$ cat config.mk
export PLATFORM = sky130hd
export DESIGN_NAME = hart_ctrl_top
export DESIGN_NICKNAME = d
export VERILOG_FILES = /design/src/source/hart_csr_pkg.sv /design/src/source/trap_if.sv /design/src/source/clint.sv /design/src/source/interrupt_select.sv /design/src/source/csr_file.sv /design/src/source/hart_ctrl_top.sv
export SDC_FILE = /design/constraint.sdc
export NUM_CORES = 1
export LEC_CHECK = 0
export BUFFER_PORTS_ARGS = -buffer_cell sky130_fd_sc_hd__buf_2
export CORE_MARGIN = 2
export CORE_UTILIZATION = 61
export DETAILED_ROUTE_END_ITERATION = 8
export GPL_ROUTABILITY_DRIVEN = 0
export GPL_TIMING_DRIVEN = 0
export PLACE_DENSITY = 0.84
export REMOVE_ABC_BUFFERS = 1
export SLEW_MARGIN = 20
export SYNTH_ARGS = -nofsm -noshare
export SYNTH_HDL_FRONTEND = slang
export SYNTH_SLANG_ARGS = --single-unit
export TNS_END_PERCENT = 5
$ cat constraint.sdc
create_clock -name clock -period 6.05 [get_ports clock]
set_clock_uncertainty 0.15 [all_clocks]
set_input_delay 1.21 -clock clock [delete_from_list [all_inputs] [get_ports clock]]
set_output_delay 1.21 -clock clock [all_outputs]
set_load 0.01 [all_outputs]
$ cat src/source/hart_csr_pkg.sv
`default_nettype none

package hart_csr_pkg;

  typedef logic [11:0] csr_addr_t;
  typedef logic [1:0] priv_t;
  typedef logic [63:0] mtime_t;
  typedef logic [3:0] clint_addr_t;
  typedef logic [31:0] clint_data_t;
  // One bit per interrupt source, same layout in mip and mie
  typedef logic [11:0] irq_vec_t;

  // Privilege levels
  localparam priv_t PRIV_U = 2'd0;
  localparam priv_t PRIV_S = 2'd1;
  localparam priv_t PRIV_RSVD = 2'd2;
  localparam priv_t PRIV_M = 2'd3;

  localparam csr_addr_t CSR_SSTATUS = 12'h100;
  localparam csr_addr_t CSR_SIE = 12'h104;
  localparam csr_addr_t CSR_SEPC = 12'h141;
  localparam csr_addr_t CSR_SCAUSE = 12'h142;
  localparam csr_addr_t CSR_SIP = 12'h144;
  localparam csr_addr_t CSR_MSTATUS = 12'h300;
  localparam csr_addr_t CSR_MIE = 12'h304;
  localparam csr_addr_t CSR_MEPC = 12'h341;
  localparam csr_addr_t CSR_MCAUSE = 12'h342;
  localparam csr_addr_t CSR_MIP = 12'h344;

  // mstatus fields
  localparam int STATUS_SIE = 1;
  localparam int STATUS_MIE = 3;
  localparam int STATUS_SPIE = 5;
  localparam int STATUS_MPIE = 7;
  localparam int STATUS_SPP = 8;
  localparam int STATUS_MPP_LO = 11;
  localparam int STATUS_MPP_HI = 12;
  localparam int STATUS_MPRV = 17;

  // Interrupt bits, also the interrupt cause codes
  localparam int IRQ_SSI = 1;
  localparam int IRQ_MSI = 3;
  localparam int IRQ_STI = 5;
  localparam int IRQ_MTI = 7;
  localparam int IRQ_SEI = 9;
  localparam int IRQ_MEI = 11;
  localparam irq_vec_t IRQ_WRITABLE = 12'haaa;
  localparam irq_vec_t IRQ_S_LEVEL = 12'h222;

  localparam int CAUSE_ILLEGAL = 2;
  // ECALL cause is the base plus the privilege it came from
  localparam int CAUSE_ECALL_BASE = 8;

  // CLINT word map
  localparam clint_addr_t CLINT_MSIP = 4'd0;
  localparam clint_addr_t CLINT_SSIP = 4'd1;
  localparam clint_addr_t CLINT_MTIMECMP_LO = 4'd2;
  localparam clint_addr_t CLINT_MTIMECMP_HI = 4'd3;
  localparam clint_addr_t CLINT_MTIME_LO = 4'd4;
  localparam clint_addr_t CLINT_MTIME_HI = 4'd5;

endpackage

`default_nettype wire

$ cat src/source/trap_if.sv
`timescale 1ns/1ps
`default_nettype none

interface trap_if #(
  parameter int XLEN = 32
);

  // Interrupt state published by the CSR file
  hart_csr_pkg::irq_vec_t mip;
  hart_csr_pkg::irq_vec_t mie;
  hart_csr_pkg::priv_t priv;
  logic mstatus_mie;
  logic mstatus_sie;

  // Selector verdict, code sized for the mcause code field
  logic irq_take;
  logic [$clog2(XLEN)-1:0] irq_code;

  modport csr (
    output mip, mie, priv, mstatus_mie, mstatus_sie,
    input irq_take, irq_code
  );

  modport sel (
    input mip, mie, priv, mstatus_mie, mstatus_sie,
    output irq_take, irq_code
  );

endinterface

`default_nettype wire

$ cat src/source/clint.sv
`timescale 1ns/1ps
`default_nettype none

module clint (
  input  logic                      clock,
  input  logic                      reset,
  input  logic                      bus_valid,
  output logic                      bus_ready,
  input  logic                      bus_write,
  input  hart_csr_pkg::clint_addr_t bus_addr,
  input  hart_csr_pkg::clint_data_t bus_wdata,
  output hart_csr_pkg::clint_data_t bus_rdata,
  output logic                      bus_rvalid,
  output logic                      msip,
  output logic                      ssip,
  output logic                      mtip
);

  hart_csr_pkg::mtime_t mtime;
  hart_csr_pkg::mtime_t mtimecmp;
  hart_csr_pkg::clint_data_t read_word;
  logic accept;
  logic wr_en;
  logic rd_en;

  // Busy while a read response is on the bus
  assign bus_ready = !bus_rvalid;
  assign accept = bus_valid && bus_ready;
  assign wr_en = accept && bus_write;
  assign rd_en = accept && !bus_write;

  // Free-running timer, a write to either half replaces that half
  always_ff @(posedge clock) begin
    if (reset) begin
      mtime <= '0;
    end else if (wr_en && bus_addr == hart_csr_pkg::CLINT_MTIME_LO) begin
      mtime <= {mtime[63:32], bus_wdata};
    end else if (wr_en && bus_addr == hart_csr_pkg::CLINT_MTIME_HI) begin
      mtime <= {bus_wdata, mtime[31:0]};
    end else begin
      mtime <= mtime + 64'd1;
    end
  end

  // All ones keeps the timer quiet until software arms it
  always_ff @(posedge clock) begin
    if (reset) begin
      mtimecmp <= '1;
    end else if (wr_en && bus_addr == hart_csr_pkg::CLINT_MTIMECMP_LO) begin
      mtimecmp <= {mtimecmp[63:32], bus_wdata};
    end else if (wr_en && bus_addr == hart_csr_pkg::CLINT_MTIMECMP_HI) begin
      mtimecmp <= {bus_wdata, mtimecmp[31:0]};
    end
  end

  always_ff @(posedge clock) begin
    if (reset) begin
      msip <= 1'b0;
      ssip <= 1'b0;
    end else if (wr_en) begin
      if (bus_addr == hart_csr_pkg::CLINT_MSIP) msip <= bus_wdata[0];
      if (bus_addr == hart_csr_pkg::CLINT_SSIP) ssip <= bus_wdata[0];
    end
  end

  always_comb begin
    case (bus_addr)
      hart_csr_pkg::CLINT_MSIP:        read_word = {31'd0, msip};
      hart_csr_pkg::CLINT_SSIP:        read_word = {31'd0, ssip};
      hart_csr_pkg::CLINT_MTIMECMP_LO: read_word = mtimecmp[31:0];
      hart_csr_pkg::CLINT_MTIMECMP_HI: read_word = mtimecmp[63:32];
      hart_csr_pkg::CLINT_MTIME_LO:    read_word = mtime[31:0];
      hart_csr_pkg::CLINT_MTIME_HI:    read_word = mtime[63:32];
      default:                         read_word = '0;
    endcase
  end

  // One-cycle read response
  always_ff @(posedge clock) begin
    if (rd_en) bus_rdata <= read_word;
  end

  always_ff @(posedge clock) begin
    if (reset) bus_rvalid <= 1'b0;
    else bus_rvalid <= rd_en;
  end

  assign mtip = mtime >= mtimecmp;

endmodule

`default_nettype wire

$ cat src/source/interrupt_select.sv
`timescale 1ns/1ps
`default_nettype none

module interrupt_select #(
  parameter int XLEN = 32
) (
  trap_if.sel tif
);

  localparam int CW = $clog2(XLEN);

  hart_csr_pkg::irq_vec_t pending;
  hart_csr_pkg::irq_vec_t level_ok;
  hart_csr_pkg::irq_vec_t armed;
  logic m_allow;
  logic s_allow;

  assign pending = tif.mip & tif.mie;

  // M-level sources fire below M, or in M with MIE set
  assign m_allow = (tif.priv != hart_csr_pkg::PRIV_M) || tif.mstatus_mie;
  // S-level sources never fire in M since nothing is delegated
  assign s_allow = (tif.priv == hart_csr_pkg::PRIV_U) ||
                   (tif.priv == hart_csr_pkg::PRIV_S && tif.mstatus_sie);

  always_comb begin
    level_ok = '0;
    level_ok[hart_csr_pkg::IRQ_MEI] = m_allow;
    level_ok[hart_csr_pkg::IRQ_MSI] = m_allow;
    level_ok[hart_csr_pkg::IRQ_MTI] = m_allow;
    level_ok[hart_csr_pkg::IRQ_SEI] = s_allow;
    level_ok[hart_csr_pkg::IRQ_SSI] = s_allow;
    level_ok[hart_csr_pkg::IRQ_STI] = s_allow;
  end

  assign armed = pending & level_ok;

  // Fixed priority MEI, MSI, MTI, SEI, SSI, STI
  always_comb begin
    tif.irq_take = 1'b1;
    tif.irq_code = '0;
    if (armed[hart_csr_pkg::IRQ_MEI]) begin
      tif.irq_code = CW'(hart_csr_pkg::IRQ_MEI);
    end else if (armed[hart_csr_pkg::IRQ_MSI]) begin
      tif.irq_code = CW'(hart_csr_pkg::IRQ_MSI);
    end else if (armed[hart_csr_pkg::IRQ_MTI]) begin
      tif.irq_code = CW'(hart_csr_pkg::IRQ_MTI);
    end else if (armed[hart_csr_pkg::IRQ_SEI]) begin
      tif.irq_code = CW'(hart_csr_pkg::IRQ_SEI);
    end else if (armed[hart_csr_pkg::IRQ_SSI]) begin
      tif.irq_code = CW'(hart_csr_pkg::IRQ_SSI);
    end else if (armed[hart_csr_pkg::IRQ_STI]) begin
      tif.irq_code = CW'(hart_csr_pkg::IRQ_STI);
    end else begin
      tif.irq_take = 1'b0;
    end
  end

endmodule

`default_nettype wire

$ cat src/source/csr_file.sv
`timescale 1ns/1ps
`default_nettype none

module csr_file #(
  parameter int XLEN = 32
) (
  input  logic                    clock,
  input  logic                    reset,
  input  logic                    csr_valid,
  output logic                    csr_ready,
  input  logic                    csr_write,
  input  hart_csr_pkg::csr_addr_t csr_addr,
  input  logic [XLEN-1:0]         csr_wdata,
  output logic [XLEN-1:0]         csr_rdata,
  input  logic [XLEN-1:0]         pc,
  input  logic                    illegal_instr,
  input  logic                    ecall,
  input  logic                    mret,
  input  logic                    sret,
  input  logic                    msip,
  input  logic                    ssip,
  input  logic                    mtip,
  input  logic                    ext_irq,
  output logic                    trap,
  output logic [XLEN-1:0]         trap_cause,
  output logic [XLEN-1:0]         mepc,
  output logic [XLEN-1:0]         sepc,
  output hart_csr_pkg::priv_t     priv_mode,
  trap_if.csr                     tif
);

  localparam int CW = $clog2(XLEN);

  // mstatus fields
  logic st_sie;
  logic st_mie;
  logic st_spie;
  logic st_mpie;
  logic st_spp;
  logic st_mprv;
  hart_csr_pkg::priv_t st_mpp;
  hart_csr_pkg::priv_t wr_mpp;

  hart_csr_pkg::irq_vec_t mie_en;
  hart_csr_pkg::irq_vec_t mip_view;
  logic seip;
  logic stip;
  logic [XLEN-1:0] mcause;
  logic [XLEN-1:0] scause;
  logic [XLEN-1:0] mstatus_view;
  logic [XLEN-1:0] sstatus_view;
  logic [XLEN-1:0] trap_code;
  logic csr_we;

  // WARL check for mcause and scause
  function automatic logic cause_legal(input logic [XLEN-1:0] value);
    logic [XLEN-2:0] code;
    logic legal;
    code = value[XLEN-2:0];
    if (value[XLEN-1]) begin
      legal = code[0] && code <= hart_csr_pkg::IRQ_MEI;
    end else begin
      legal = code == hart_csr_pkg::CAUSE_ILLEGAL ||
              code == hart_csr_pkg::CAUSE_ECALL_BASE + hart_csr_pkg::PRIV_U ||
              code == hart_csr_pkg::CAUSE_ECALL_BASE + hart_csr_pkg::PRIV_S ||
              code == hart_csr_pkg::CAUSE_ECALL_BASE + hart_csr_pkg::PRIV_M;
    end
    return legal;
  endfunction

  function automatic logic [XLEN-1:0] irq_word(input hart_csr_pkg::irq_vec_t bits);
    return {{(XLEN-12){1'b0}}, bits};
  endfunction

  // Interrupts first, then illegal, then ecall
  assign trap = tif.irq_take || illegal_instr || ecall;
  always_comb begin
    if (tif.irq_take) begin
      trap_code = {1'b1, {(XLEN-1-CW){1'b0}}, tif.irq_code};
    end else if (illegal_instr) begin
      trap_code = XLEN'(hart_csr_pkg::CAUSE_ILLEGAL);
    end else begin
      trap_code = XLEN'(hart_csr_pkg::CAUSE_ECALL_BASE) | XLEN'(priv_mode);
    end
  end
  // Outside a trap cycle this shows the last recorded cause
  assign trap_cause = trap ? trap_code : mcause;

  // Accesses stall while a trap or return owns the state
  assign csr_ready = !(trap || mret || sret);
  assign csr_we = csr_valid && csr_ready && csr_write;
  assign wr_mpp = csr_wdata[hart_csr_pkg::STATUS_MPP_HI:hart_csr_pkg::STATUS_MPP_LO];

  always_ff @(posedge clock) begin
    if (reset) begin
      st_sie <= 1'b0;
      st_mie <= 1'b0;
      st_spie <= 1'b0;
      st_mpie <= 1'b0;
      st_spp <= 1'b0;
      st_mprv <= 1'b0;
      st_mpp <= hart_csr_pkg::PRIV_U;
    end else if (trap) begin
      st_mpie <= st_mie;
      st_mie <= 1'b0;
      st_mpp <= priv_mode;
    end else if (mret) begin
      st_mie <= st_mpie;
      st_mpie <= 1'b1;
      st_mpp <= hart_csr_pkg::PRIV_M;
      if (st_mpp != hart_csr_pkg::PRIV_M) st_mprv <= 1'b0;
    end else if (sret) begin
      st_sie <= st_spie;
      st_spie <= 1'b1;
      st_spp <= 1'b1;
      st_mprv <= 1'b0;
    end else if (csr_we && csr_addr == hart_csr_pkg::CSR_MSTATUS) begin
      st_sie <= csr_wdata[hart_csr_pkg::STATUS_SIE];
      st_mie <= csr_wdata[hart_csr_pkg::STATUS_MIE];
      st_spie <= csr_wdata[hart_csr_pkg::STATUS_SPIE];
      st_mpie <= csr_wdata[hart_csr_pkg::STATUS_MPIE];
      st_spp <= csr_wdata[hart_csr_pkg::STATUS_SPP];
      st_mprv <= csr_wdata[hart_csr_pkg::STATUS_MPRV];
      if (wr_mpp != hart_csr_pkg::PRIV_RSVD) st_mpp <= wr_mpp;
    end else if (csr_we && csr_addr == hart_csr_pkg::CSR_SSTATUS) begin
      st_sie <= csr_wdata[hart_csr_pkg::STATUS_SIE];
      st_spie <= csr_wdata[hart_csr_pkg::STATUS_SPIE];
      st_spp <= csr_wdata[hart_csr_pkg::STATUS_SPP];
    end
  end

  // Every trap lands in M
  always_ff @(posedge clock) begin
    if (reset) priv_mode <= hart_csr_pkg::PRIV_M;
    else if (trap) priv_mode <= hart_csr_pkg::PRIV_M;
    else if (mret) priv_mode <= st_mpp;
    else if (sret) priv_mode <= {1'b0, st_spp};
  end

  always_ff @(posedge clock) begin
    if (reset) begin
      mie_en <= '0;
    end else if (csr_we && csr_addr == hart_csr_pkg::CSR_MIE) begin
      mie_en <= csr_wdata[11:0] & hart_csr_pkg::IRQ_WRITABLE;
    end else if (csr_we && csr_addr == hart_csr_pkg::CSR_SIE) begin
      mie_en <= (mie_en & ~hart_csr_pkg::IRQ_S_LEVEL) |
                (csr_wdata[11:0] & hart_csr_pkg::IRQ_S_LEVEL);
    end
  end

  // SEI and STI are raised by M-mode software only
  always_ff @(posedge clock) begin
    if (reset) begin
      seip <= 1'b0;
      stip <= 1'b0;
    end else if (csr_we && priv_mode == hart_csr_pkg::PRIV_M &&
                 (csr_addr == hart_csr_pkg::CSR_MIP || csr_addr == hart_csr_pkg::CSR_SIP)) begin
      seip <= csr_wdata[hart_csr_pkg::IRQ_SEI];
      stip <= csr_wdata[hart_csr_pkg::IRQ_STI];
    end
  end

  always_ff @(posedge clock) begin
    if (reset) begin
      mepc <= '0;
      mcause <= '0;
    end else if (trap) begin
      mepc <= pc;
      mcause <= trap_code;
    end else begin
      if (csr_we && csr_addr == hart_csr_pkg::CSR_MEPC) mepc <= {csr_wdata[XLEN-1:2], 2'b00};
      if (csr_we && csr_addr == hart_csr_pkg::CSR_MCAUSE && cause_legal(csr_wdata)) begin
        mcause <= csr_wdata;
      end
    end
  end

  always_ff @(posedge clock) begin
    if (reset) begin
      sepc <= '0;
      scause <= '0;
    end else begin
      if (csr_we && csr_addr == hart_csr_pkg::CSR_SEPC) sepc <= {csr_wdata[XLEN-1:2], 2'b00};
      if (csr_we && csr_addr == hart_csr_pkg::CSR_SCAUSE && cause_legal(csr_wdata)) begin
        scause <= csr_wdata;
      end
    end
  end

  always_comb begin
    mip_view = '0;
    mip_view[hart_csr_pkg::IRQ_SSI] = ssip;
    mip_view[hart_csr_pkg::IRQ_MSI] = msip;
    mip_view[hart_csr_pkg::IRQ_STI] = stip;
    mip_view[hart_csr_pkg::IRQ_MTI] = mtip;
    mip_view[hart_csr_pkg::IRQ_SEI] = seip;
    mip_view[hart_csr_pkg::IRQ_MEI] = ext_irq;
  end

  always_comb begin
    mstatus_view = '0;
    mstatus_view[hart_csr_pkg::STATUS_SIE] = st_sie;
    mstatus_view[hart_csr_pkg::STATUS_MIE] = st_mie;
    mstatus_view[hart_csr_pkg::STATUS_SPIE] = st_spie;
    mstatus_view[hart_csr_pkg::STATUS_MPIE] = st_mpie;
    mstatus_view[hart_csr_pkg::STATUS_SPP] = st_spp;
    mstatus_view[hart_csr_pkg::STATUS_MPP_HI:hart_csr_pkg::STATUS_MPP_LO] = st_mpp;
    mstatus_view[hart_csr_pkg::STATUS_MPRV] = st_mprv;
    // S view keeps only the S fields
    sstatus_view = '0;
    sstatus_view[hart_csr_pkg::STATUS_SIE] = st_sie;
    sstatus_view[hart_csr_pkg::STATUS_SPIE] = st_spie;
    sstatus_view[hart_csr_pkg::STATUS_SPP] = st_spp;
  end

  always_comb begin
    case (csr_addr)
      hart_csr_pkg::CSR_SSTATUS: csr_rdata = sstatus_view;
      hart_csr_pkg::CSR_SIE:     csr_rdata = irq_word(mie_en & hart_csr_pkg::IRQ_S_LEVEL);
      hart_csr_pkg::CSR_SEPC:    csr_rdata = sepc;
      hart_csr_pkg::CSR_SCAUSE:  csr_rdata = scause;
      hart_csr_pkg::CSR_SIP:     csr_rdata = irq_word(mip_view & hart_csr_pkg::IRQ_S_LEVEL);
      hart_csr_pkg::CSR_MSTATUS: csr_rdata = mstatus_view;
      hart_csr_pkg::CSR_MIE:     csr_rdata = irq_word(mie_en);
      hart_csr_pkg::CSR_MEPC:    csr_rdata = mepc;
      hart_csr_pkg::CSR_MCAUSE:  csr_rdata = mcause;
      hart_csr_pkg::CSR_MIP:     csr_rdata = irq_word(mip_view);
      default:                   csr_rdata = '0;
    endcase
  end

  assign tif.mip = mip_view;
  assign tif.mie = mie_en;
  assign tif.priv = priv_mode;
  assign tif.mstatus_mie = st_mie;
  assign tif.mstatus_sie = st_sie;

endmodule

`default_nettype wire

$ cat src/source/hart_ctrl_top.sv
`timescale 1ns/1ps
`default_nettype none

module hart_ctrl_top #(
  parameter int XLEN = 32
) (
  input  logic                      clock,
  input  logic                      reset,
  input  logic                      csr_valid,
  output logic                      csr_ready,
  input  logic                      csr_write,
  input  hart_csr_pkg::csr_addr_t   csr_addr,
  input  logic [XLEN-1:0]           csr_wdata,
  output logic [XLEN-1:0]           csr_rdata,
  input  logic [XLEN-1:0]           pc,
  input  logic                      illegal_instr,
  input  logic                      ecall,
  input  logic                      mret,
  input  logic                      sret,
  input  logic                      ext_irq,
  input  logic                      clint_valid,
  output logic                      clint_ready,
  input  logic                      clint_write,
  input  hart_csr_pkg::clint_addr_t clint_addr,
  input  hart_csr_pkg::clint_data_t clint_wdata,
  output hart_csr_pkg::clint_data_t clint_rdata,
  output logic                      clint_rvalid,
  output logic                      trap,
  output logic [XLEN-1:0]           trap_cause,
  output logic [XLEN-1:0]           mepc,
  output logic [XLEN-1:0]           sepc,
  output hart_csr_pkg::priv_t       priv_mode
);

  // Interrupt lines from the CLINT
  logic msip;
  logic ssip;
  logic mtip;

  trap_if #(.XLEN(XLEN)) tif ();

  clint u_clint (
    .clock      (clock),
    .reset      (reset),
    .bus_valid  (clint_valid),
    .bus_ready  (clint_ready),
    .bus_write  (clint_write),
    .bus_addr   (clint_addr),
    .bus_wdata  (clint_wdata),
    .bus_rdata  (clint_rdata),
    .bus_rvalid (clint_rvalid),
    .msip       (msip),
    .ssip       (ssip),
    .mtip       (mtip)
  );

  interrupt_select #(.XLEN(XLEN)) u_select (
    .tif (tif.sel)
  );

  csr_file #(.XLEN(XLEN)) u_csr (
    .clock         (clock),
    .reset         (reset),
    .csr_valid     (csr_valid),
    .csr_ready     (csr_ready),
    .csr_write     (csr_write),
    .csr_addr      (csr_addr),
    .csr_wdata     (csr_wdata),
    .csr_rdata     (csr_rdata),
    .pc            (pc),
    .illegal_instr (illegal_instr),
    .ecall         (ecall),
    .mret          (mret),
    .sret          (sret),
    .msip          (msip),
    .ssip          (ssip),
    .mtip          (mtip),
    .ext_irq       (ext_irq),
    .trap          (trap),
    .trap_cause    (trap_cause),
    .mepc          (mepc),
    .sepc          (sepc),
    .priv_mode     (priv_mode),
    .tif           (tif.csr)
  );

endmodule

`default_nettype wire

==> impl_metrics.env, run 1 <==
export IMPL_ys_flop_type="dfxtp_1"
export IMPL_synth_area_per_cell_um2=8.31
export IMPL_htreeDepth=2
export IMPL_synth_top_cell_area_share=0.334
export IMPL_powerDensity_mw_per_mm2=238
export IMPL_io_pins=289
export IMPL_synth_simple_area_share=0.215
export IMPL_ys_ff_latch=307
export IMPL_worst_slack_ns=0.0363
export IMPL_areaGrowthSynthToFinish_pct=19.4
export IMPL_clock_latency_ns=0.53
export IMPL_synth_most_common_cell="dfxtp_1"
export IMPL_start_util=0.617
export IMPL_critPathMaxFanout=27
export IMPL_path_class="reg2out"
export IMPL_crit_path_end_kind="output port"
export IMPL_cts_tree="built"
export IMPL_synth_fa_ha_area_frac=0.0493
export IMPL_critPathMaxStageDelay_ns=0.66
export IMPL_fillCellCount=1965
export IMPL_crit_buf_inv=3
export IMPL_route_detailed_drc=0
export IMPL_synth_compound_area_share=0.258
export IMPL_irDropWorstVdd_mv=0.224
export IMPL_clk_path_buf_depth=3
export IMPL_synth_distinct_cells=76
export IMPL_maxCapViolCount=0
export IMPL_cts_setup_buffers=0
export IMPL_grt_overflow=0
export IMPL_grt_use_total=0.378
export IMPL_p_leak_uw=0.00868
export IMPL_path_cells="ha_1 -> a21oi_1 -> o21ai_1 -> a221oi_1 -> nor2_1 -> nor4_4 -> a21oi_4 -> buf_16 -> nor2_4 -> inv_1 -> o21a_1 -> buf_2"
export IMPL_place_hpwl_mm=38.3
export IMPL_path_delay_family="compound AO/OA/AOI/OAI gates"
export IMPL_rsz0062_at_grt="no"
export IMPL_numCtsBuffers=35
export IMPL_grt_pass1_vias=16275
export IMPL_wl_met3_mm=5.82
export IMPL_antenna_found_initial=2
export IMPL_place_ws_ns=0.518
export IMPL_top_layer_used="met5"
export IMPL_antenna_left=0
export IMPL_place_port_buffers=286
export IMPL_synth_warnings=0
export IMPL_cts_sinks=307
export IMPL_required_ns=4.69
export IMPL_cts_hold_buf=0
export IMPL_synthCells=1984
export IMPL_hold_class="reg2reg"
export IMPL_critPathSlowestCell="nor4_4"
export IMPL_start_kind="flop"
export IMPL_vias_per_cell=6.83
export IMPL_min_period_ns=6.01
export IMPL_final_hold_viol_count=0
export IMPL_cp_arrival_ns=4.65
export IMPL_wirelength_mm=56.3
export IMPL_synthXorXnorAreaFrac=0
export IMPL_drive_gt1_frac=0.193
export IMPL_regToRegSetupSlack_ns=1.90
export IMPL_fp_dieArea_mm2=0.0284
export IMPL_fin_crit_sh=0.994
export IMPL_wl_met1_mm=20.8
export IMPL_muxShareOfSynthArea=0.0275
export IMPL_grt_max_degree=115
export IMPL_nets=2379
export IMPL_seq_area_mm2=0.00647
export IMPL_synth_async_reset_ratio=0
export IMPL_seq_area_frac_synth=0.392
export IMPL_clock_fmax_mhz=166
export IMPL_die_x_um=168
export IMPL_syn_area_mm2=0.0165
export IMPL_num_vias=17484
export IMPL_first_pass_iters=7
export IMPL_yosysTopAreaCell="dfxtp_1"
export IMPL_die_y_um=168
export IMPL_core_mm2=0.0267
export IMPL_rows=60
export IMPL_clk_pin_slew_ns=0.06
export IMPL_met2_length_mm=26.5
export IMPL_cts_root_buf="clkbuf_16"
export IMPL_synth_edf_count=32
export IMPL_yosys_top_cells_area="dfxtp_1, edfxtp_1, a21oi_1"
export IMPL_relSlewSlack=0.341
export IMPL_setup_viol=0
export IMPL_grt_pass1_wl_mm=87.4
export IMPL_drtIter0Drc=2386
export IMPL_worst_pin_slew_ns=0.982
export IMPL_synthTopCellsByCount="dfxtp_1, a21oi_1, nor2_1"
export IMPL_final_util=0.737
export IMPL_status="finished clean"
export IMPL_post_drt_wl_per_cell_um=22.0
export IMPL_multi_input_area_mm2=0.00924
export IMPL_maxSlewViolCount=0
export IMPL_synth_top_family_by_area="compound AO/OA/AOI/OAI gates"
-- worst reg2reg max path, delay by kind of cell, from the launching register on --
kind	cells	cell delay, ns
flops	1	0.47
fa+ha+maj	1	0.30
buf+inv	2	0.51
compound gates	5	1.24
simple gates	3	1.36
-- cells in the final DEF (no fill, tap or decap), drive strengths merged, types with 64 or more instances in the layout --
| master | netlist | routed |
|---|---|---|
| a211o | 64 | 64 |
| and2 | 67 | 67 |
| dfxtp | 275 | 275 |
| nor2 | 162 | 162 |
| o21ai | 96 | 96 |
| nand3 | 84 | 84 |
| a21oi | 184 | 185 |
| ha | 65 | 65 |
| a22oi | 69 | 69 |
| buf | 24 | 332 |
| inv | 82 | 83 |
| nand2 | 157 | 157 |
-- worst paths after layout --
kind	start	end	depth (start not counted)
setup / recovery	u_clint.mtime[33]	trap_cause[3]	12
hold / removal	u_csr.scause[25]	u_csr.scause[25]	1
setup reg to reg	u_clint.mtime[33]	u_csr.mepc[24]	11
hold reg to reg	u_csr.scause[25]	u_csr.scause[25]	1
-- routing by layer --
layer,vias up,global-route usage
met5,-,0
met4,2,0.190
met3,262,0.0693
met2,1244,0.639
met1,8201,0.465
li1,7775,-
-- timing repair --
| action | CTS | global route |
|---|---|---|
| pin swaps | 0 | 2 |
| resized for setup | 1 | 0 |
| endpoints found under the setup margin | 2 | 2 |
| cloned | 0 | 1 |
-- metrics by stage --
stage	cell area, um^2	total power [uW]	hold WS [ns]	TNS [ns]	instances
CTS	19700	4670	0.315	0	2558
global placement	17700	2480	0.291	-1325.88	2448
global route	19700	4780	0.330	0	2559
finish	19700	4680	0.314	0	2560
detailed placement	18500	2510	0.296	0	2494
floorplan	15800	2310	0.279	-184.03	1821
-- layout make-up --
cell class | instances | area share
antenna | 1 | 0.000127
timing repair buffer | 332 | 0.103
sequential | 307 | 0.328
multi-input combinational | 1432 | 0.470
clock inverter | 14 | 0.00718
tap | 341 | 0.0217
inverter | 83 | 0.0158
clock buffer | 50 | 0.0542
-- registers in the layout, indices dropped and copies added, names as in the netlist, 2 cells and up --
register / count
u_csr.tif.mie: 6
u_csr.st_mpp: 2
u_clint.mtime: 64
u_csr.mepc: 32
u_csr.mcause: 32
u_csr.sepc: 30
u_csr.scause: 32
u_csr.priv_mode: 2
u_clint.bus_rdata: 32
u_clint.mtimecmp: 64
-- logic make-up (layout without fill, tap and decap cells) --
kind of cell,Yosys count,after routing
DFF,307,307
and+or+nand+nor,694,694
other,1,3
adders and majority gates,65,65
buffers and inverters,247,479
AOI/OAI and AO/OA,625,626
muxes,45,45
-- power by group --
part / total [uW] / internal (uW) / switching, uW / leakage [uW]
Sequential: 2130 / 2100 / 34.8 / 0.00254
Combinational: 344 / 132 / 212 / 0.00555
Clock: 2200 / 1320 / 877 / 0.000590
Note: power is estimated with default switching activity, not from simulation.
==> inputs of run 2 (changes only) <==
- CELL_PAD_IN_SITES_DETAIL_PLACEMENT: not set -> 1
- CELL_PAD_IN_SITES_GLOBAL_PLACEMENT: not set -> 1
- CORE_UTILIZATION: 61 -> 45
- PLACE_DENSITY: 0.84 -> 0.83
==> run 2 against run 1 <==
  * Critical endpoint unchanged
  * Register-to-register slack worse by 0.27 ns
  * Routed wire length up 16%
  * Total power increased by 0.12%
  * Die area up 35%
  * Non-clock buffer count increased by 2
==> impl_metrics.env, run 2 (same netlist as run 1, synthesis figures left out) <==
export IMPL_status="finished clean"
export IMPL_rsz0062_at_grt="no"
export IMPL_cp_depth=12
export IMPL_wirelength_mm=65.5
export IMPL_path_cells="ha_1 -> a21oi_1 -> o21ai_1 -> a221oi_1 -> nor2_1 -> nor4_4 -> a21oi_4 -> buf_16 -> nor2_4 -> inv_1 -> o21a_1 -> buf_2"
export IMPL_final_util=0.546
export IMPL_r2r_end="u_csr.mcause[28]"
export IMPL_place_port_buffers=286
export IMPL_clk_path_buf_depth=3
export IMPL_drive_gt1_frac=0.191
export IMPL_setup_viol=0
export IMPL_final_cells=2694
export IMPL_cts_root_buf="clkbuf_16"
export IMPL_min_period_ns=5.74
export IMPL_worst_slack_ns=0.311
export IMPL_grt_overflow=0
export IMPL_layout_commonest_cell="buf_2"
export IMPL_cts_hold_buf=0
export IMPL_place_hpwl_mm=45.5
export IMPL_regToRegSetupSlack_ns=1.63
export IMPL_clock_latency_ns=0.54
export IMPL_p_int_uw=3540
export IMPL_start_util=0.454
export IMPL_path_class="reg2out"
export IMPL_vias_per_cell=6.39
export IMPL_numCtsBuffers=36
export IMPL_clock_fmax_mhz=174
export IMPL_antenna_found_initial=6
export IMPL_required_ns=4.69
export IMPL_fin_crit_sh=0.949
export IMPL_post_drt_wl_per_cell_um=24.3
export IMPL_grt_pass1_vias=17509
export IMPL_final_cell_mix="buf_2, dfxtp_1, a21oi_1"
export IMPL_core_mm2=0.0363
export IMPL_powerDensity_mw_per_mm2=236
export IMPL_p_leak_uw=0.00869
export IMPL_cp_arrival_ns=4.38
export IMPL_cp_endpoint="trap_cause[3]"
export IMPL_reg2reg_from="u_clint.mtime[35]"
export IMPL_crit_path_end_kind="output port"
export IMPL_num_vias=17211
export IMPL_maxCapViolCount=0
export IMPL_path_delay_family="compound AO/OA/AOI/OAI gates"
export IMPL_cts_tree="built"
export IMPL_p_clk_frac=0.469
export IMPL_antenna_left=0
export IMPL_grt_pass1_wl_mm=101
export IMPL_fp_dieArea_mm2=0.0382
export IMPL_top_regs="u_clint.mtime (64), u_clint.mtimecmp (64)"
export IMPL_critPathMaxFanout=27
export IMPL_clk_pin_slew_ns=0.06
export IMPL_die_y_um=195
export IMPL_crit_buf_inv=3
export IMPL_grt_max_degree=111
export IMPL_critPathMaxStageDelay_ns=0.59
export IMPL_critPathSlowestCell="a221oi_1"
export IMPL_placed_cells_incl_taps=2623
export IMPL_io_pins=289
export IMPL_crit_start="u_clint.mtime[35]"
export IMPL_die_x_um=195
export IMPL_cts_sinks=307
export IMPL_rows=70
export IMPL_grt_use_total=0.332
export IMPL_hold_class="reg2reg"
export IMPL_areaGrowthSynthToFinish_pct=20.4
export IMPL_reg2reg_depth=11
export IMPL_final_hold_viol_count=0
export IMPL_first_pass_iters=5
export IMPL_comb_power_share=0.076
export IMPL_route_detailed_drc=0
export IMPL_irDropWorstVdd_mv=0.155
export IMPL_p_switching_uw=1140
export IMPL_worst_pin_slew_ns=1.11
export IMPL_maxSlewViolCount=0
export IMPL_p_seq_frac=0.456
export IMPL_cts_setup_buffers=0
export IMPL_relSlewSlack=0.251
export IMPL_start_kind="flop"
export IMPL_htreeDepth=2
export IMPL_nets=2382
export IMPL_drtIter0Drc=1314
export IMPL_swShare=0.244
export IMPL_place_ws_ns=0.502
export IMPL_tns_ns=0
-- run 2: cell types whose count changed in the layout (fill, tap and decap cells not counted), sizes merged, moves of 2 or more --
cell | before | now
clkinvlp | 2 | 0
diode | 1 | 8
clkinv | 10 | 7
clkbuf | 50 | 53
buf | 332 | 334
-- run 2: area by class of cell --
class                           count  area, um^2
Tap cell                          468         586
Timing Repair Buffer              334        2080
Multi-Input combinational cell   1432        9240
Antenna cell                        8        20.0
Clock inverter                      9         119
Sequential cell                   307        6470
Fill cell                        4380       16500
Clock buffer                       53        1040
Inverter                           83         312
-- run 2: routing by layer --
metal	vias to the layer above	track usage	routed length [um]
met5	-	0	11
met4	2	0.141	2640
met3	153	0.0435	3880
met2	634	0.592	32800
met1	8641	0.401	26200
li1	7781	-	-
-- run 2: power groups by stage --
stage / Combinational [uW] / Sequential (uW) / Clock, uW
after floorplan: 128 / 2180 / 0
after global placement: 315 / 2180 / 0
after detailed placement: 346 / 2180 / 0
after CTS: 352 / 2130 / 2220
after global routing: 379 / 2140 / 2300
final: 354 / 2130 / 2190
-- run 2: how the worst min path moves through the flow --
stage / startpoint / depth (start not counted) / slack [ns] / endpoint
finish: u_csr.scause[22] / 1 / 0.32 / u_csr.scause[22]
global route: u_csr.scause[19] / 1 / 0.33 / u_csr.scause[19]
global placement: u_csr.scause[8] / 1 / 0.29 / u_csr.scause[8]
floorplan: u_csr.scause[11] / 1 / 0.28 / u_csr.scause[11]
detailed placement: u_csr.scause[22] / 1 / 0.29 / u_csr.scause[22]
CTS: u_csr.scause[10] / 1 / 0.31 / u_csr.scause[10]
-- run 2: what timing repair did --
item,4_1_cts,5_1_grt
cloned,1,0
pin swaps,1,0
hold endpoints to repair,0,0
endpoints found under the setup margin,2,1
resized for setup,0,1
-- run 2: stage by stage --
stage	power (uW)	hold WS, ns	area (um^2)
2_1_floorplan	2310	0.279	15800
3_3_place_gp	2490	0.290	17900
3_5_place_dp	2520	0.294	18700
4_1_cts	4710	0.312	19800
5_1_grt	4820	0.330	19800
6_report	4680	0.317	19900
==> inputs of run 3 (changes only) <==
- CORE_UTILIZATION: 45 -> 34
- PLACE_DENSITY: 0.83 -> 0.65
- SYNTH_HIERARCHICAL: not set -> 1
==> run 3 against run 2 <==
  * Combinational power increased by 5%
  * Routed wire length grew 4.0%
  * Final cell count up 4.0%
  * Global-route usage down 6.6 points
  * Flip-flop and latch count is the same
  * Utilization is 13 points lower
  * Sequential share of layout area fell by 0.083 points
  * Synthesized cell count decreased by 2.7%
  * Clock-buffer cell count rose by 6
==> impl_metrics.env, run 3 <==
export IMPL_path_cells="inv_1 -> ha_1 -> nand2b_1 -> a2111oi_2 -> o311a_1 -> o22ai_1 -> nor2_1 -> o21ai_1 -> nand2_2 -> a31oi_1 -> or2_4 -> nor3_4 -> buf_8 -> buf_8 -> and2_1 -> buf_2"
export IMPL_die_x_um=224
export IMPL_nets=2344
export IMPL_final_cell_mix="buf_2, dfxtp_1, nand2_1"
export IMPL_cp_arrival_ns=4.53
export IMPL_powerDensity_mw_per_mm2=238
export IMPL_maxCapViolCount=0
export IMPL_grt_pass1_wl_mm=103
export IMPL_critPathSlowestCell="a2111oi_2"
export IMPL_fp_dieArea_mm2=0.0502
export IMPL_core_mm2=0.0477
export IMPL_place_port_buffers=286
export IMPL_critPathMaxFanout=19
export IMPL_final_hold_viol_count=0
export IMPL_min_period_ns=5.89
export IMPL_finalInstanceArea_mm2=0.0199
export IMPL_total_power_uw=4740
export IMPL_status="finished clean"
export IMPL_wl_met3_mm=3.91
export IMPL_rows=80
export IMPL_crit_path_end_kind="output port"
export IMPL_synthCells=1931
export IMPL_wirelength_mm=68.1
export IMPL_cts_sinks=307
export IMPL_grt_pass1_vias=16871
export IMPL_synth_warnings=6
export IMPL_setup_viol=0
export IMPL_clk_path_buf_depth=3
export IMPL_clk_pin_slew_ns=0.06
export IMPL_clock_latency_ns=0.57
export IMPL_rsz0062_at_grt="no"
export IMPL_synth_area_per_cell_um2=8.52
export IMPL_route_detailed_drc=0
export IMPL_place_hpwl_mm=48.7
export IMPL_start_util=0.345
export IMPL_antenna_left=0
export IMPL_die_y_um=224
export IMPL_top_layer_used="met5"
export IMPL_grt_overflow=0
export IMPL_irDropWorstVdd_mv=0.174
export IMPL_met2_length_mm=33.5
export IMPL_postPlaceCellArea_mm2=0.0187
export IMPL_grt_max_degree=89
export IMPL_io_pins=289
export IMPL_vias_per_cell=5.90
export IMPL_path_class="reg2out"
export IMPL_antenna_found_initial=6
export IMPL_required_ns=4.69
export IMPL_cts_tree="built"
export IMPL_drive_gt1_frac=0.205
export IMPL_syn_area_mm2=0.0164
export IMPL_fin_crit_sh=0.974
export IMPL_numCtsBuffers=38
export IMPL_first_pass_iters=5
export IMPL_wl_met1_mm=28.5
export IMPL_crit_top_cell="buf_8"
export IMPL_p_leak_uw=0.00853
export IMPL_num_vias=16531
export IMPL_cts_root_buf="clkbuf_16"
export IMPL_drtIter0Drc=1163
export IMPL_top_regs="u_clint/mtime (64), u_clint/mtimecmp (64)"
export IMPL_layout_commonest_cell="buf_2"
export IMPL_grt_use_total=0.266
export IMPL_start_kind="flop"
export IMPL_hold_class="reg2reg"
export IMPL_htreeDepth=2
export IMPL_relSlewSlack=0.237
export IMPL_crit_buf_inv=4
export IMPL_maxSlewViolCount=0
export IMPL_post_drt_wl_per_cell_um=24.3
export IMPL_areaGrowthSynthToFinish_pct=21.1
export IMPL_worst_pin_slew_ns=1.14
export IMPL_critPathMaxStageDelay_ns=0.44
export IMPL_path_delay_family="simple AND/OR/NAND/NOR gates"
export IMPL_clock_fmax_mhz=170
## run 3: final timing paths
check                        start  slack [ns]               end  depth (start not counted)
setup / recovery  u_clint/mtime[0]        0.16    trap_cause[13]                         16
hold / removal    u_csr/scause[27]        0.31  u_csr/scause[27]                          1
setup reg to reg  u_clint/mtime[0]        0.76  u_csr/scause[29]                         18
hold reg to reg   u_csr/scause[27]        0.31  u_csr/scause[27]                          1
## run 3: power by group
part           leakage (uW)  switching [uW]  internal [uW]  total, uW
logic               0.00541             239            134        373
registers           0.00254            34.9           2100       2130
clock network      0.000579             953           1280       2240
## run 3: metrics by stage
| step | setup TNS, ns | hold WS (ns) | setup WS [ns] | instances | util |
|---|---|---|---|---|---|
| floorplan | -25.59 | 0.279 | -0.887 | 1786 | - |
| global placement | -1137.20 | 0.292 | -7.28 | 2687 | 0.377 |
| detailed placement | -0.234 | 0.295 | -0.179 | 2730 | 0.391 |
| CTS | 0 | 0.314 | 0.0281 | 2800 | 0.417 |
| global route | 0 | 0.326 | 0.0203 | 2802 | 0.417 |
| finish | 0 | 0.311 | 0.158 | 2803 | 0.417 |
## run 3: area by class of cell
type | instances | area [um^2]
fillers | 5647 | 27800
multi-input cells | 1395 | 9170
flip-flops and latches | 307 | 6470
repair buffers | 330 | 1980
clock buffers | 59 | 1120
well taps | 615 | 769
inverters | 84 | 325
clock inverters | 10 | 72.6
diodes | 3 | 7.51
## run 3: worst reg2reg max path, cell delays in order, from the launching register on
cell	delay, ns
dfxtp_2	0.42
inv_1	0.07
ha_1	0.27
nand2b_1	0.18
a2111oi_2	0.44
o311a_1	0.36
o22ai_1	0.18
nor2_1	0.18
o21ai_1	0.18
nand2_2	0.18
a31oi_1	0.12
or2_4	0.34
nor3_4	0.27
buf_8	0.23
nand4_1	0.24
nor4_4	0.66
a31oi_4	0.27
buf_16	0.23
and2_1	0.19
## run 3: timing repair
action | in CTS | in global routing
pin swaps | 1 | 1
endpoints found under the setup margin | 34 | 23
hold buffers | 0 | 0
setup buffers | 1 | 0
gates resized for setup | 9 | 7
## run 3: layer usage
metal  vias to the layer above  global-route usage
li1                       7575                   -
met1                      8282               0.323
met2                       543               0.470
met3                       123              0.0420
met4                         8               0.102
met5                         -                   0
